[config.mk]
export PLATFORM = sky130hd
export DESIGN_NAME = exe_alu_handshake
export DESIGN_NICKNAME = d
export VERILOG_FILES = /design/src/source/alu_pkg.sv /design/src/source/exe_alu_handshake.sv
export SDC_FILE = /design/constraint.sdc
export NUM_CORES = 1
export LEC_CHECK = 0
export BUFFER_PORTS_ARGS = -buffer_cell sky130_fd_sc_hd__buf_2
export CORE_AREA = 10 10 151 153
export DETAILED_ROUTE_END_ITERATION = 8
export DIE_AREA = 0 0 161 163
export GPL_ROUTABILITY_DRIVEN = 0
export PLACE_DENSITY = 0.69
export SLEW_MARGIN = 40
export SYNTH_ARGS = -nofsm -noshare
export SYNTH_HDL_FRONTEND = slang
export SYNTH_SLANG_ARGS = --single-unit
[constraint.sdc]
create_clock -name clk_i -period 13.01 [get_ports clk_i]
set_clock_uncertainty 0.15 [all_clocks]
set_input_delay 2.602 -clock clk_i [delete_from_list [all_inputs] [get_ports clk_i]]
set_output_delay 2.602 -clock clk_i [all_outputs]
set_load 0.1 [all_outputs]
[src/source/alu_pkg.sv]
//--------------------------------------------------
// ALU package: opcodes, data word, register tag
// and handshake state types
//--------------------------------------------------
package alu_pkg;

    // 64-bit data word for operands and results
    typedef logic [63:0] word_t;

    // Architectural destination register index
    typedef logic [4:0] reg_tag_t;

    //--------------------------------------------------
    // ALU opcodes
    //--------------------------------------------------
    // NOP must stay last, the core checks op range against it
    typedef enum logic [5:0] {
        // Add and subtract
        ADD,
        SUB,
        ADDW,
        SUBW,
        // Zba address generation
        ADDUW,
        SH1ADD,
        SH2ADD,
        SH3ADD,
        SH1ADDUW,
        SH2ADDUW,
        SH3ADDUW,
        // Shifts
        SLL,
        SRL,
        SRA,
        SLLW,
        SRLW,
        SRAW,
        SLLIUW,
        // Rotates
        ROR,
        ROL,
        RORW,
        ROLW,
        // Compare, min and max
        SLT,
        SLTU,
        MIN,
        MINU,
        MAX,
        MAXU,
        // Bitwise logic
        AND_OP,
        OR_OP,
        XOR_OP,
        XNOR_OP,
        ORN,
        ANDN,
        ORCB,
        // Extension and byte reverse
        ZEXTW, ZEXTH, SEXTH, SEXTB, REV8,
        NOP
    } alu_op_e;

    // Request stage FSM
    typedef enum logic [1:0] {
        IDLE,
        BUSY,
        DONE
    } hs_state_e;

endpackage

[src/source/exe_alu_handshake.sv]
//--------------------------------------------------
// ALU request stage: four-phase req/ack, latches
// the request and holds the registered result
//--------------------------------------------------
`timescale 1ns/100ps

module exe_alu_handshake (
    input  logic              clk_i,
    input  logic              arst_n_i,
    input  logic              req_i,
    input  alu_pkg::alu_op_e  op_i,
    input  alu_pkg::word_t    rs1_i,
    input  alu_pkg::word_t    rs2_i,
    input  alu_pkg::reg_tag_t rd_i,
    input  alu_pkg::word_t    alu_result_i,
    output logic              ack_o,
    output alu_pkg::word_t    result_o,
    output alu_pkg::reg_tag_t rd_o,
    output alu_pkg::alu_op_e  alu_op_o,
    output alu_pkg::word_t    alu_rs1_o,
    output alu_pkg::word_t    alu_rs2_o
);
    import alu_pkg::*;

    hs_state_e state_q;
    logic      accept;
    alu_op_e   op_q;
    word_t     rs1_q;
    word_t     rs2_q;
    reg_tag_t  rd_q;

    assign accept = (state_q == IDLE) && req_i;

    // Request payload
    always_ff @(posedge clk_i) begin
        if (accept) begin
            rs1_q <= rs1_i;
            rs2_q <= rs2_i;
            rd_q  <= rd_i;
        end
    end

    //--------------------------------------------------
    // FSM
    //--------------------------------------------------
    always_ff @(posedge clk_i or negedge arst_n_i) begin
        if (!arst_n_i) begin
            state_q  <= IDLE;
            op_q     <= NOP;
            ack_o    <= 1'b0;
            result_o <= '0;
            rd_o     <= '0;
        end else begin
            case (state_q)
                IDLE: begin
                    if (req_i) begin
                        op_q    <= op_i;
                        state_q <= BUSY;
                    end
                end
                // ALU settles in one cycle on the latched operands
                BUSY: begin
                    result_o <= alu_result_i;
                    rd_o     <= rd_q;
                    ack_o    <= 1'b1;
                    state_q  <= DONE;
                end
                // Hold until the requester lets go
                DONE: begin
                    if (!req_i) begin
                        ack_o   <= 1'b0;
                        state_q <= IDLE;
                    end
                end
                default: state_q <= IDLE;
            endcase
        end
    end

    assign alu_op_o  = op_q;
    assign alu_rs1_o = rs1_q;
    assign alu_rs2_o = rs2_q;

    // Protocol checks
    a_ack_needs_req: assert property (@(posedge clk_i) disable iff (!arst_n_i)
        $rose(ack_o) |-> $past(req_i))
        else $error("ack_o rose with no request pending in state %s", state_q.name());

    a_result_held: assert property (@(posedge clk_i) disable iff (!arst_n_i)
        (ack_o && $past(ack_o)) |-> ($stable(result_o) && $stable(rd_o)))
        else $error("result changed while ack_o was high");

    a_ack_falls_late: assert property (@(posedge clk_i) disable iff (!arst_n_i)
        $fell(ack_o) |-> !$past(req_i))
        else $error("ack_o dropped while req_i was still high");

endmodule

Word level (Yosys, flattened, before mapping)
Cells that the tools add are included.
{ "classes": {"n_eq_ne": 4, "mux": 5, "reduce_logical": 6} }
{ "op_table": {"columns": ["operator", "count"], "rows": [
  ["case mux 2 bit (3 select lines)", 1],
  ["AND reduction 2 bit", 3],
  ["two-way mux 2 bit", 2],
  ["!= test 2 bit, second input constant", 2],
  ["equality test 2 x 1 -> 1 bit, second input constant", 1],
  ["equality test 2 bit, second input constant", 1],
  ["zero test 2 bit", 1],
  ["case mux 1 bit (2 select lines)", 1],
  ["nonzero test 2 bit", 1],
  ["logical AND 1 bit", 1],
  ["two-way mux 1 bit", 1]
]} }
{ "word_totals": {"reg_bits": 211} }

Logic depth before layout (Yosys ltp)
{ "depth": {"depth_word": 3, "depth_mapped": 4, "depth_no_buf": 3} }

Least setup slack after synthesis
No wires, ideal clock.
{ "synth_timing": {"path_kind": "input -> register", "from": "in req_i", "to": "reg op_q[3], in the netlist alu_op_o[3]", "t_arrival_ps": 6662, "t_required_ps": 12784, "slack_ps": 6123, "path_stages": 2, "n_path_buf": 0, "cell_sequence": "nor3b_4 -> mux2_2"} }
{ "synth_between": {"elab_chain_cells": 1} }
{ "synth_lines": {"columns": ["item", "line_no", "rtl"], "rows": [
  ["start: declaration", "exe_alu_handshake.sv:10", "input logic req_i,"],
  ["AND reduction 2 bit (no line)", null, null],
  ["end signal: assignment", "exe_alu_handshake.sv:57", "op_q <= op_i;"],
  ["end: declaration", "exe_alu_handshake.sv:27", "alu_op_e op_q;"]
]} }
No other way between the ends.
A chain may end at the register's enable or synchronous reset.

Worst setup path in the final report
{ "layout_timing": {"from": "in req_i", "to": "reg rd_q[3] (enable)"} }
{ "layout_between": {"elab_chain_cells": 1} }
{ "layout_lines": {"columns": ["item", "line_no", "rtl"], "rows": [
  ["logical AND 1 bit", "exe_alu_handshake.sv:32", "assign accept = (state_q == IDLE) && req_i;"],
  ["via accept", "exe_alu_handshake.sv:26", "logic accept;"],
  ["end signal: assignment", "exe_alu_handshake.sv:39", "rd_q <= rd_i;"],
  ["end: declaration", "exe_alu_handshake.sv:30", "reg_tag_t rd_q;"]
]} }
The timed path passes the listed nets, and every way through them passes these cells.

==> impl_metrics.yaml <==
sta:
  setup_ws_ns: 8.79
  fin_setup_tns_ns: 0
  hold_violations: 0
  max_slew.worst_pin.slew_ns: 0.811
  fin_crit_sh: 0.324
  rsz0062_at_grt: "no"
  fin_crit_ns: 4.22
  max_freq_mhz: 237
  setup_viol: 0
  drv_slew: 0
  maxSlewHeadroom: 0.459
critical_path:
  path_cells: "buf_2, nor3b_4, buf_4, buf_6"
  cp_slowest_cell: "buf_6"
  worstReg2RegStart: "state_q[0]"
  cp-start-kind: "input port"
  reg2reg_depth: 3
  path_max_fanout: 84
  crit_type: "in2reg"
  cpPeakStageDelay_ns: 0.64
  endpoint_kind: "flip-flop"
  rrSetupSlack_ns: 10.51
  cp.required_ns: 12.98
  path_delay_family: "buffers and inverters"
  r2r-end: "rd_q[3]"
  cp.arrival_ns: 4.19
  path_buf_inv: 3
hold_path:
  holdPathStages: 1
  hold_class: "reg2reg"
  min_to: "rd_o[4]"
  holdCritStartpoint: "rd_q[4]"
floorplan:
  rows: 52
  core_mm2: 0.0199
  die_x_um: 161
  dieArea_mm2: 0.0262
  fp.dieH_um: 163
  start_util: 0.365
  io_pins: 410
synth:
  async_reset_ff_frac: 0.370
  synth_fp_nets: 509
  synth-simple-area-share: 0.00706
  postSynthCellCount: 303
  synth_xor_area_frac: 0
  synth_top_family_by_area: "multiplexers"
  yosysWarnings: 0
  synth_area_leaders: "edfxtp_1, dfrtp_1, mux2_4, buf_12, mux2_2"
  ys_seq_elements: 211
  synth_compound_area_frac: 0.00138
  syn_avg_cell_area_um2: 24.0
  yosysTopAreaCellShare: 0.549
  ys_types: 15
  synth_edf_count: 133
  synth_area_leader_cell: "edfxtp_1"
  synth_mux_area_frac: 0.152
  synth_top_flop_cell: "edfxtp_1"
  synthAdderAreaFrac: 0
  ys_seq_area_frac: 0.818
  syn-cell-area_mm2: 0.00727
finish:
  fin_area_mm2: 0.0102
  final_cells: 1018
  drive_gt1_frac: 0.703
  syn_to_final_growth_pct: 41.0
  fillCellCount: 1689
  fin_nets: 937
drt:
  via_count: 4348
  firstDrtPassIters: 6
  avgViaCountPerCell: 4.27
  detail-route-antenna-nets: 0
  wl_um: 21300
  drc: 0
  drtIter0Drc: 169
  wl_per_cell_um: 21.0
global_routing:
  grt_pass1_wl_um: 30100
  grt_start_max_net_pins: 85
  grt_pass1_vias: 4697
  gr-total-overflow: 0
  antenna_found_initial: 3
  grtUsageTotal: 0.151
clock_network:
  ctsResizeCount: 0
  cts_tree: "yes"
  cts.sinks: 211
  cts_buffer_depth: 3
  cts_root_buffer: "clkbuf_16"
  cts_setup_buffers: 0
  htreeDepth: 1
  numCtsBuffers: 22
  ctsHoldBuffers: 0
  cts.clk_slew.worst_paths_ns: 0.06
  insertion_delay_ns: 0.48
placement:
  dp.cells: 977
  portBuffers: 409
  placed_cell_area_mm2: 0.00954
  dpl.hpwl_um: 16900
  pre_cts_ws_ns: 8.27
run:
  drv_cap: 0
status:
  outcome: "complete, no violations"
flip-flops by register name, summed over array words and instances, names as in the netlist:
signal,cells
rd_o,5
alu_op_o,6
alu_rs2_o,64
result_o,64
rd_q,5
state_q,2
ack_o,1
alu_rs1_o,64
per-stage QoR:
step / util / hold slack [ns]
2_1_floorplan: - / 0.308
3_3_place_gp: 0.479 / 0.309
3_5_place_dp: 0.479 / 0.321
4_1_cts: 0.514 / 0.331
5_1_grt: 0.515 / 0.346
6_report: 0.515 / 0.325
per-layer routing:
| metal | vias up | part of all wire | track usage |
|---|---|---|---|
| met3 | 28 | 0.12 | 0.0736 |
| met1 | 2054 | 0.35 | 0.156 |
| met4 | 0 | 0.014 | 0.0480 |
| met2 | 272 | 0.52 | 0.265 |
| li1 | 1994 | - | - |
| met5 | - | 0 | 0 |
placed cells by master (no fill, tap or decap), types with 2 or more instances in the layout:
cell type,count
mux2_4,69
buf_4,2
buf_6,2
clkinv_1,2
clkbuf_1,3
buf_2,408
diode_2,3
clkinv_2,6
bufinv_16,2
a21oi_1,2
edfxtp_1,133
clkbuf_16,23
dfstp_2,2
mux2_2,6
dfrtp_1,76
final cells by class:
cell class | count | area [µm²] | share of cell area
Timing Repair Buffer | 412 | 2080 | 0.203
Antenna cell | 3 | 7.51 | 0.000732
Tap cell | 270 | 338 | 0.0330
Inverter | 1 | 3.75 | 0.000366
Clock inverter | 12 | 114 | 0.0111
Clock buffer | 26 | 587 | 0.0573
Multi-Input combinational cell | 83 | 1170 | 0.114
Sequential cell | 211 | 5950 | 0.580
synthesized netlist by cell type, types with 2 or more instances:
cell type,n
mux2_4,69
buf_12,7
mux2_2,6
a21oi_1,2
edfxtp_1,133
dfstp_2,2
dfrtp_1,76
worst max-delay path by stage:
stage | start | endpoint | slack [ns] | cells after the start
detailed placement | req_i | alu_rs2_o[1] | 8.27 | 4
floorplan | req_i | alu_op_o[3] | 6.12 | 2
finish | req_i | rd_q[3] | 8.79 | 4
global placement | req_i | alu_rs1_o[38] | 8.02 | 4
CTS | alu_op_o[5] | alu_op_o[5] | 8.78 | 1
global route | req_i | alu_rs2_o[2] | 8.64 | 4
cells by family after synthesis:
group / after synthesis
flip-flops: 211
multiplexers: 75
buffers and inverters: 9
AND/OR/NAND/NOR: 6
AO/OA/AOI/OAI: 2
Power is left out: the tool's default activity adds up to more than one toggle a clock period on the data nets, which glitch-free logic cannot reach.
